`src/verilog/mipsCtrlPkg.sv`:
```
package mipsCtrlPkg;

	localparam int OP_W = 6;		// opcode field
	localparam int FUNCT_W = 6;		// funct field, only for FUNCT_OP
	localparam int STATE_W = 5;
	localparam int CLASS_W = 4;
	localparam int ALU_W = 3;

	typedef enum logic [OP_W-1:0]
	{
		FUNCT_OP = 6'h00,
		J_OP = 6'h02,
		BEQ_OP = 6'h04,
		BNE_OP = 6'h05,
		LUI_OP = 6'h0f,
		LW_OP = 6'h23,
		SW_OP = 6'h2b
	} opCode_t;

	typedef enum logic [FUNCT_W-1:0]
	{
		NOP_FUNCT = 6'h00,
		BREAK_FUNCT = 6'h0d,
		ADD_FUNCT = 6'h20,
		SUB_FUNCT = 6'h22,
		AND_FUNCT = 6'h24,
		XOR_FUNCT = 6'h26
	} funct_t;

	// what decode can tell apart, badI covers every unknown pattern
	typedef enum logic [CLASS_W-1:0]
	{
		addI, subI, andI, xorI, nopI, breakI,
		beqI, bneI, lwI, swI, luiI, jI, badI
	} instrClass_t;

	typedef enum logic [STATE_W-1:0]
	{
		RESET, STACK_INIT,
		FETCH, FETCH_MEM_DELAY1, FETCH_MEM_DELAY2, DECODE,
		ADD, SUB, AND, XOR, R_WAIT,
		NOP, BREAK,
		BEQ, BNE, J, LUI,
		LW_ADDRESS_COMP, LW, LW_DELAY1, LW_DELAY2, WRITE_BACK,
		SW_ADDRESS_COMP, SW
	} ctrlState_t;

	typedef enum logic [ALU_W-1:0]
	{
		ALU_NONE = 3'd0,
		ALU_ADD = 3'd1,
		ALU_SUB = 3'd2,
		ALU_AND = 3'd3,
		ALU_XOR = 3'd6
	} aluSel_t;

	typedef struct packed
	{
		logic pcWrite;
		logic pcWriteCond;		// branch, qualified by alu zero
		logic memWrite;
		logic irWrite;
		logic regWrite;
		logic aLoad;
		logic bLoad;
		logic mdrLoad;
		logic aluOutLoad;
		logic clearRegs;		// one clear for all datapath regs
		aluSel_t aluSel;
		logic [2:0] memToReg;
		logic [2:0] pcSource;
		logic aluSrcA;			// 0 pc, 1 reg A
		logic [1:0] aluSrcB;
		logic [1:0] iorD;		// 0 instruction, 1 data
		logic [1:0] regDst;
	} ctrlWord_t;

endpackage

```
`src/verilog/ctrlWordDecoder.sv`:
```
`timescale 1ns/1ns

module ctrlWordDecoder import mipsCtrlPkg::*;
(
	input ctrlState_t state,
	input logic aluZero,
	output ctrlWord_t ctrl,
	output logic pcLoad
);

	logic branchTaken;

	always_comb
	begin
		ctrl = '0;					// idle word, BREAK and NOP keep it
		case (state)
			RESET:
				ctrl.clearRegs = 1'b1;
			STACK_INIT:
			begin
				ctrl.memToReg = 3'd3;		// stack pointer init value
				ctrl.regDst = 2'd2;
			end
			FETCH, FETCH_MEM_DELAY1:
				ctrl.aluSrcB = 2'd1;		// keep pc + 4 on the alu
			FETCH_MEM_DELAY2:
			begin
				ctrl.pcWrite = 1'b1;
				ctrl.irWrite = 1'b1;
				ctrl.mdrLoad = 1'b1;
				ctrl.aluSel = ALU_ADD;
				ctrl.aluSrcB = 2'd1;
			end
			DECODE:
			begin
				ctrl.aLoad = 1'b1;
				ctrl.bLoad = 1'b1;
				ctrl.aluOutLoad = 1'b1;		// branch target, ready for BEQ/BNE
				ctrl.aluSel = ALU_ADD;
				ctrl.aluSrcB = 2'd3;		// offset shifted by 2
			end
			ADD, SUB, AND, XOR:
			begin
				ctrl.aluOutLoad = 1'b1;
				ctrl.aluSrcA = 1'b1;		// A op B
				case (state)
					ADD: ctrl.aluSel = ALU_ADD;
					SUB: ctrl.aluSel = ALU_SUB;
					AND: ctrl.aluSel = ALU_AND;
					default: ctrl.aluSel = ALU_XOR;
				endcase
			end
			R_WAIT:
			begin
				ctrl.regWrite = 1'b1;
				ctrl.regDst = 2'd1;			// rd
			end
			BEQ, BNE:
			begin
				ctrl.pcWriteCond = 1'b1;
				ctrl.aluSel = ALU_SUB;		// compare A and B
				ctrl.aluSrcA = 1'b1;
				ctrl.pcSource = 3'd1;		// target from aluOut
			end
			J:
			begin
				ctrl.pcWrite = 1'b1;
				ctrl.aluOutLoad = 1'b1;
				ctrl.aluSel = ALU_ADD;
				ctrl.pcSource = 3'd2;		// jump field concat
				ctrl.aluSrcB = 2'd3;
				ctrl.iorD = 2'd1;
			end
			LUI:
			begin
				ctrl.regWrite = 1'b1;
				ctrl.memToReg = 3'd2;		// upper immediate into rt
			end
			LW_ADDRESS_COMP, SW_ADDRESS_COMP:
			begin
				ctrl.aluOutLoad = 1'b1;
				ctrl.aluSel = ALU_ADD;		// A + sign extended offset
				ctrl.aluSrcA = 1'b1;
				ctrl.aluSrcB = 2'd2;
			end
			LW, LW_DELAY1, LW_DELAY2:
			begin
				ctrl.mdrLoad = 1'b1;
				ctrl.iorD = 2'd1;			// data address
			end
			SW:
			begin
				ctrl.memWrite = 1'b1;
				ctrl.iorD = 2'd1;
			end
			WRITE_BACK:
			begin
				ctrl.regWrite = 1'b1;
				ctrl.memToReg = 3'd1;		// mdr into rt
			end
			default:
				ctrl = '0;
		endcase
	end

	// BNE branches on a nonzero difference, BEQ on zero
	assign branchTaken = (state == BNE) ? ~aluZero : aluZero;
	assign pcLoad = ctrl.pcWrite | (ctrl.pcWriteCond & branchTaken);

endmodule

```
`src/verilog/instrDecoder.sv`:
```
`timescale 1ns/1ns

module instrDecoder import mipsCtrlPkg::*;
(
	input logic [OP_W-1:0] opCode,
	input logic [FUNCT_W-1:0] funct,
	output instrClass_t instrClass
);

	always_comb
	begin
		instrClass = badI;			// anything not listed below
		case (opCode)
			FUNCT_OP:
			begin
				case (funct)
					ADD_FUNCT: instrClass = addI;
					SUB_FUNCT: instrClass = subI;
					AND_FUNCT: instrClass = andI;
					XOR_FUNCT: instrClass = xorI;
					NOP_FUNCT: instrClass = nopI;
					BREAK_FUNCT: instrClass = breakI;
					default: instrClass = badI;
				endcase
			end
			BEQ_OP: instrClass = beqI;
			BNE_OP: instrClass = bneI;
			LW_OP: instrClass = lwI;
			SW_OP: instrClass = swI;
			LUI_OP: instrClass = luiI;
			J_OP: instrClass = jI;
			default: instrClass = badI;
		endcase
	end

endmodule

```
`src/verilog/mipsControl.sv`:
```
`timescale 1ns/1ns

module mipsControl import mipsCtrlPkg::*;
(
	input logic Clk,
	input logic Reset_signal,
	input logic [OP_W-1:0] opCode,
	input logic [FUNCT_W-1:0] funct,
	input logic aluZero,			// from the datapath alu
	output logic [STATE_W-1:0] stateOut,
	output logic pcLoad,
	output logic pcWrite,
	output logic pcWriteCond,
	output logic memWrite,
	output logic irWrite,
	output logic regWrite,
	output logic [ALU_W-1:0] aluSel,
	output logic [2:0] memToReg,
	output logic [2:0] pcSource,
	output logic aluSrcA,
	output logic [1:0] aluSrcB,
	output logic [1:0] iorD,
	output logic [1:0] regDst,
	output logic aLoad,
	output logic bLoad,
	output logic mdrLoad,
	output logic aluOutLoad,
	output logic clearRegs
);

	instrClass_t instrClass;
	ctrlState_t state;
	ctrlWord_t ctrl;

	instrDecoder uInstrDecoder
	(
		.opCode(opCode),
		.funct(funct),
		.instrClass(instrClass)
	);

	stateSequencer uStateSequencer
	(
		.Clk(Clk),
		.Reset_signal(Reset_signal),
		.instrClass(instrClass),
		.state(state)
	);

	ctrlWordDecoder uCtrlWordDecoder
	(
		.state(state),
		.aluZero(aluZero),
		.ctrl(ctrl),
		.pcLoad(pcLoad)
	);

	assign stateOut = state;		// debug view of the FSM
	assign pcWrite = ctrl.pcWrite;
	assign pcWriteCond = ctrl.pcWriteCond;
	assign memWrite = ctrl.memWrite;
	assign irWrite = ctrl.irWrite;
	assign regWrite = ctrl.regWrite;
	assign aluSel = ctrl.aluSel;
	assign memToReg = ctrl.memToReg;
	assign pcSource = ctrl.pcSource;
	assign aluSrcA = ctrl.aluSrcA;
	assign aluSrcB = ctrl.aluSrcB;
	assign iorD = ctrl.iorD;
	assign regDst = ctrl.regDst;
	assign aLoad = ctrl.aLoad;
	assign bLoad = ctrl.bLoad;
	assign mdrLoad = ctrl.mdrLoad;
	assign aluOutLoad = ctrl.aluOutLoad;
	assign clearRegs = ctrl.clearRegs;

endmodule

```
`src/verilog/stateSequencer.sv`:
```
`timescale 1ns/1ns

module stateSequencer import mipsCtrlPkg::*;
(
	input logic Clk,
	input logic Reset_signal,
	input instrClass_t instrClass,
	output ctrlState_t state
);

	ctrlState_t nextState;

	always_ff @(posedge Clk or posedge Reset_signal)
	begin
		if (Reset_signal)
			state <= RESET;
		else
			state <= nextState;
	end

	always_comb
	begin
		nextState = RESET;			// undefined encodings restart the machine
		case (state)
			RESET: nextState = STACK_INIT;
			STACK_INIT: nextState = FETCH;
			FETCH: nextState = FETCH_MEM_DELAY1;
			FETCH_MEM_DELAY1: nextState = FETCH_MEM_DELAY2;
			FETCH_MEM_DELAY2: nextState = DECODE;
			DECODE:
			begin
				case (instrClass)
					addI: nextState = ADD;
					subI: nextState = SUB;
					andI: nextState = AND;
					xorI: nextState = XOR;
					nopI: nextState = NOP;
					beqI: nextState = BEQ;
					bneI: nextState = BNE;
					jI: nextState = J;
					luiI: nextState = LUI;
					lwI: nextState = LW_ADDRESS_COMP;
					swI: nextState = SW_ADDRESS_COMP;
					default: nextState = BREAK;		// breakI and badI halt
				endcase
			end
			ADD, SUB, AND, XOR: nextState = R_WAIT;
			R_WAIT: nextState = FETCH;
			NOP: nextState = FETCH;
			BREAK: nextState = BREAK;		// halt until reset
			BEQ, BNE: nextState = FETCH;
			J: nextState = FETCH;
			LUI: nextState = FETCH;
			LW_ADDRESS_COMP: nextState = LW;
			LW: nextState = LW_DELAY1;
			LW_DELAY1: nextState = LW_DELAY2;
			LW_DELAY2: nextState = WRITE_BACK;
			WRITE_BACK: nextState = FETCH;
			SW_ADDRESS_COMP: nextState = SW;
			SW: nextState = FETCH;
			default: nextState = RESET;
		endcase
	end

endmodule
```
`config.mk`:
```
export PLATFORM = sky130hd
export DESIGN_NAME = mipsControl
export DESIGN_NICKNAME = d
export VERILOG_FILES = /design/src/verilog/mipsCtrlPkg.sv /design/src/verilog/ctrlWordDecoder.sv /design/src/verilog/instrDecoder.sv /design/src/verilog/mipsControl.sv /design/src/verilog/stateSequencer.sv
export SDC_FILE = /design/constraint.sdc
export NUM_CORES = 1
export LEC_CHECK = 0
export BUFFER_PORTS_ARGS = -buffer_cell sky130_fd_sc_hd__buf_2
export CORE_MARGIN = 2
export CORE_UTILIZATION = 54
export CTS_BUF_LIST = sky130_fd_sc_hd__clkbuf_8
export DETAILED_ROUTE_END_ITERATION = 8
export GPL_ROUTABILITY_DRIVEN = 0
export PLACE_DENSITY = 0.91
export REMOVE_ABC_BUFFERS = 1
export SYNTH_ARGS = -nofsm -noshare
export SYNTH_HDL_FRONTEND = slang
export SYNTH_SLANG_ARGS = --single-unit
export TNS_END_PERCENT = 1
```
`constraint.sdc`:
```
create_clock -name Clk -period 2.79 [get_ports Clk]
set_clock_uncertainty 0.05 [all_clocks]
set_input_delay 0.1395 -clock Clk [delete_from_list [all_inputs] [get_ports Clk]]
set_output_delay 0.1395 -clock Clk [all_outputs]
set_load 0.02 [all_outputs]
```
======== After elaboration in Yosys (flattened, before gate mapping) ========
Memories as Yosys holds them, arrays and structs flattened.
Index checks and enable logic that the tools add are counted.
word-level totals
  bits of input ports ..................... 15
  memories kept ........................... 1
  flip-flop bits (word level) ............. 5
  bits in read-only memories .............. 80
memories
  memory           words  bits a word  rd ports  clocked after memory_dff  wr ports  line                  text
  (no name shown)  16     5            1         0                         0         stateSequencer.sv:32  case (instrClass)
operators by class
  reductions and logical operators ........ 16
  equal/unequal tests ..................... 34
  mux-type cells .......................... 21
  bitwise logic cells ..................... 3
operators by type and width
  kind                  count
  $pmux W5 S13          1
  $eq A5 B4 Y1 const B  8
  $eq A5 B5 Y1 const B  8
  $eq A6 B6 Y1 const B  6
  $pmux W4 S7           1
  $pmux W4 S6           1
  $eq A5 B3 Y1 const B  4
  $pmux W3 S3           2
  $reduce_or A8 Y1      2
  $eq A6 B3 Y1 const B  2
  $eq A6 B4 Y1 const B  2
  $logic_not A6 Y1      2
  $pmux W2 S3           2
  $mux W1               11
  $eq A5 B2 Y1 const B  2
  $reduce_or A5 Y1      2
  $reduce_or A9 Y1      1
  $pmux W2 S2           2
  $reduce_or A2 Y1      4
  $reduce_or A4 Y1      2
  $eq A6 B2 Y1 const B  1
  $reduce_or A3 Y1      2
  $eq A5 B1 Y1 const B  1
  $logic_not A5 Y1      1
  4 further kinds       4

======== Depth between registers and ports, before layout ========
  depth after elaboration ................. 5
  depth in mapped cells ................... 10
  mapped depth without buffers ............ 9

======== By module ========
Synthesis repeated with hierarchy kept, for this count alone.
second synthesis, totals
  cell total of the unflattened synthesis .. 175
  area, all modules ....................... 1,238.7 µm²
modules (own cells, without submodules)
  module           instances  area each (µm²)  cells each
  ctrlWordDecoder  1          533.0            90
  stateSequencer   1          491.7            56
  instrDecoder     1          214.0            29

======== Worst setup path after synthesis ========
OpenSTA, ideal clock, no wires.
  path type ............................... register to output
  from .................................... register uStateSequencer.state[4]
  to ...................................... output port pcWrite
  required time ........................... 2,601 ps
  path buffers ............................ 1
  cell stages (with the launch flop) ...... 6
  setup slack ............................. 775 ps
  arrival ................................. 1,826 ps
  cells stage by stage .................... dfrtp_1 > clkbuf_1 > nor2_1 > nand2_1 > nor3_1 > or2_2
on the way
  longest elaborated chain between the ends .. 3
  elaborated cells between the ends (all ways) .. 4
ends and longest elaborated chain
  item                                          line                   text
  start: declaration                            stateSequencer.sv:8    output ctrlState_t state
  start signal: assignment                      stateSequencer.sv:18   state <= nextState;
  $eq A5 B3 Y1 or $eq A5 B4 Y1 (tied branches)  ctrlWordDecoder.sv:16  case (state)
  $reduce_or A2 Y1 (no line) *                  -
  $mux W1 *                                     ctrlWordDecoder.sv:16
  end: declaration                              mipsControl.sv:12      output logic pcWrite,
Mark *: on every way between the ends. The rest lies on a longest branch, timed or not.

======== Final worst setup path ========
  from .................................... register uStateSequencer.state[4]
  to ...................................... output port bLoad
on the way
  longest elaborated chain between the ends .. 2
ends and longest elaborated chain
  item              line                   text
  $eq A5 B3 Y1      ctrlWordDecoder.sv:16
  $mux W2           ctrlWordDecoder.sv:16
  end: declaration  mipsControl.sv:25      output logic bLoad,
Every way passes these cells.

==> flow_metrics.py <==
metrics = {
    "die": {
        "start_util": 0.571,
        "core_sq_um": 1960,
        "die_x_um": 49.6,
        "ios": 47,
        "die_h_um": 49.6,
        "dieArea_sq_um": 2460,
        "num_rows": 16,
    },
    "power_and_ir_drop": {
        "p_switching_mw": 0.800,
        "clockPowerShare": 0.094,
        "p_seq_frac": 0.185,
        "sw_frac_of_total": 0.580,
        "vdd_drop_max_mv": 0.454,
        "intPower_mw": 0.579,
        "p_per_area_nw_per_um2": 1030,
        "combPwrFrac": 0.721,
        "leakagePower_nw": 0.646,
    },
    "sta": {
        "hold_viol_final": 0,
        "period_minus_slack_ns": 2.29,
        "finalSetupTns_ns": 0,
        "rsz0062_at_grt": "no",
        "max_freq_ghz": 0.436,
        "finalCritPeriodShare": 0.822,
        "hold_ws_ns": 0.260,
        "report.final.slew_viol_count": 0,
        "setup_viol": 0,
        "tightest_slew_ns": 0.791,
        "relSlewSlack": 0.473,
    },
    "layout": {
        "regMostFlops": "uStateSequencer.state",
        "reg_top3": "uStateSequencer.state (5)",
        "synthToLayoutAreaGrowth_pct": 19.4,
        "final_cell_mix": "43 x buf_2, 21 x nor2_1, 15 x nand2_1",
        "final_cells": 234,
        "nets": 227,
        "largest_register_ffs": 5,
        "design_area_sq_um": 1340,
        "drive_above_1_share": 0.266,
        "layout_commonest_cell": "buf_2",
        "n_fill_cell": 186,
        "diodes": 0,
    },
    "global_route": {
        "grt_first_pass_wirelength_um": 5340,
        "grt-ovfl-total": 0,
        "grt.total_usage": 0.263,
        "grt_max_degree": 32,
        "first_global_vias": 1246,
        "antenna_found_initial": 0,
    },
    "setup_path": {
        "path_cells": "nor2_1, nand2_1, nor2_1, buf_2",
        "start_kind": "register",
        "critPathSlowestCell": "dfrtp_1",
        "path_buf_inv": 1,
        "critPathMaxStageDelay_ns": 0.60,
        "cp-end-kind": "output pin",
        "crit_family": "simple AND/OR/NAND/NOR gates",
        "cp_data_arrival_time_ns": 2.10,
        "path_max_fanout": 21,
        "cpMostUsedCell": "nor2_1",
        "crit_required_ns": 2.60,
        "setup.worst_path.class": "reg2out",
    },
    "clock_tree": {
        "cts_made_buffers": 3,
        "clk-insertion-delay-late_ns": 0.22,
        "cts_tree": "built",
        "cts_setup_buffers": 0,
        "cts_resized": 0,
        "cts_num_sinks": 5,
        "h-tree-depth": 1,
        "clockBufferDepth": 2,
        "clk_pin_slew_ns": 0.03,
        "cts_hold_buf": 1,
        "cts-root-buf": "clkbuf_8",
    },
    "detailed_routing": {
        "drc": 0,
        "vias": 1404,
        "firstDrtPassIters": 5,
        "drtAntennaViolNets": 0,
        "wl_per_cell_um": 12.7,
        "post_drt_via_cell_ratio": 6.00,
        "totalWireLength_um": 2980,
        "drt_iter0_drc": 42,
    },
    "placement": {
        "postPlaceCellArea_sq_um": 1280,
        "io_buffers": 43,
        "dpl.hpwl_um": 2240,
        "dpl.cell_count": 229,
    },
    "synthesis": {
        "synth_compound_gate_area_share": 0.306,
        "yosysWarnings": 0,
        "syn-instance-count": 176,
        "synthSimpleGateAreaFrac": 0.366,
        "synth-seq-area-share": 0.112,
        "synth_top_family_by_area": "simple AND/OR/NAND/NOR gates",
        "synth.mux.area_fraction": 0.0190,
        "synth_edf_count": 0,
        "ys_ff_latch": 5,
        "avgSynthCellArea_sq_um": 6.37,
        "synth_xor_area_frac": 0.0156,
        "synthAdderAreaFrac": 0.0446,
        "async_reset_ff_frac": 1.00,
        "synth-main-ff-cell": "dfrtp_1",
        "syn-cell-area_sq_um": 1120,
        "synth.distinct_cells": 51,
    },
    "flow_run": {
        "drv_cap": 0,
    },
    "outcome": {
        "outcome": "completed",
    },
    "min_path": {
        "worstHoldPathType": "in2reg",
    },
}
-- per-layer routing --
metal | GRT usage | wire [um] | vias to the layer above
met5 | 0 | 0 | -
met4 | 0.0741 | 30 | 0
met3 | 0.0212 | 215 | 4
met2 | 0.456 | 1460 | 69
met1 | 0.348 | 1280 | 636
li1 | - | - | 695
-- synthesized netlist by cell type (5+ instances only) --
| cell type | n | share of area |
|---|---|---|
| nor3_1 | 7 | 0.031 |
| a21oi_1 | 14 | 0.063 |
| dfrtp_1 | 5 | 0.11 |
| nand2_1 | 15 | 0.050 |
| clkbuf_1 | 11 | 0.037 |
| buf_4 | 5 | 0.033 |
| nor2_1 | 21 | 0.070 |
| nor2b_1 | 6 | 0.033 |
| inv_1 | 11 | 0.037 |
| a31oi_1 | 5 | 0.028 |
| o21ai_0 | 11 | 0.049 |
-- path summary, 6_finish.rpt --
check                                              startpoint  cells past startpoint                                 end  slack (ns)
hold reg to reg            uStateSequencer.state[3]$_DFF_PP0_                      3  uStateSequencer.state[1]$_DFF_PP0_        0.80
min in group asynchronous                        Reset_signal                      3  uStateSequencer.state[3]$_DFF_PP0_        0.31
max in group asynchronous                        Reset_signal                      3  uStateSequencer.state[0]$_DFF_PP0_        2.22
setup / recovery           uStateSequencer.state[4]$_DFF_PP0_                      4                               bLoad        0.50
setup reg to reg           uStateSequencer.state[4]$_DFF_PP0_                      5  uStateSequencer.state[1]$_DFF_PP0_        0.68
hold / removal                                       funct[2]                      3  uStateSequencer.state[3]$_DFF_PP0_        0.26
-- logic make-up (layout without fill, tap and decap cells) --
group,after synthesis,after routing
AO/OA/AOI/OAI,53,53
XOR/XNOR,2,2
adder cells (fa/ha/maj),4,4
buffers and inverters,32,61
flip-flops,5,5
multiplexers,2,2
other,1,3
AND/OR/NAND/NOR,77,77
-- area by class of cell --
cell class | instances | area (sq um) | area share
clock buffer | 3 | 41.3 | 0.0308
clock inverter | 1 | 3.75 | 0.00280
inverter | 11 | 41.3 | 0.0308
multi-input combinational | 141 | 853 | 0.637
sequential | 5 | 125 | 0.0935
tap | 27 | 33.8 | 0.0252
timing repair buffer | 46 | 240 | 0.179
-- power by group through the flow --
stage / Combinational (mW) / Clock (mW) / Sequential [mW]
global placement: 0.963 / 0 / 0.248
CTS: 0.992 / 0.132 / 0.252
finish: 0.994 / 0.129 / 0.255
detailed placement: 0.989 / 0 / 0.253
floorplan: 0.623 / 0 / 0.305
global route: 1.10 / 0.136 / 0.277
-- worst reg2reg max path, cell delays in order (launching register included) --
cell and delay (ns):
dfrtp_1 0.60, nor2_1 0.43, nand2_1 0.18, nor2_1 0.41, nand2_1 0.13, o211ai_1 0.21
-- per-stage QoR --
step | power [mW] | util | worst slack, ns
after floorplan | 0.928 | - | 0.487
after global placement | 1.21 | 0.654 | 0.743
after detailed placement | 1.24 | 0.654 | 0.691
after CTS | 1.38 | 0.682 | 0.540
after global routing | 1.52 | 0.682 | 0.324
final | 1.38 | 0.682 | 0.497
No activity file was read; power rests on OpenSTA's default activity.
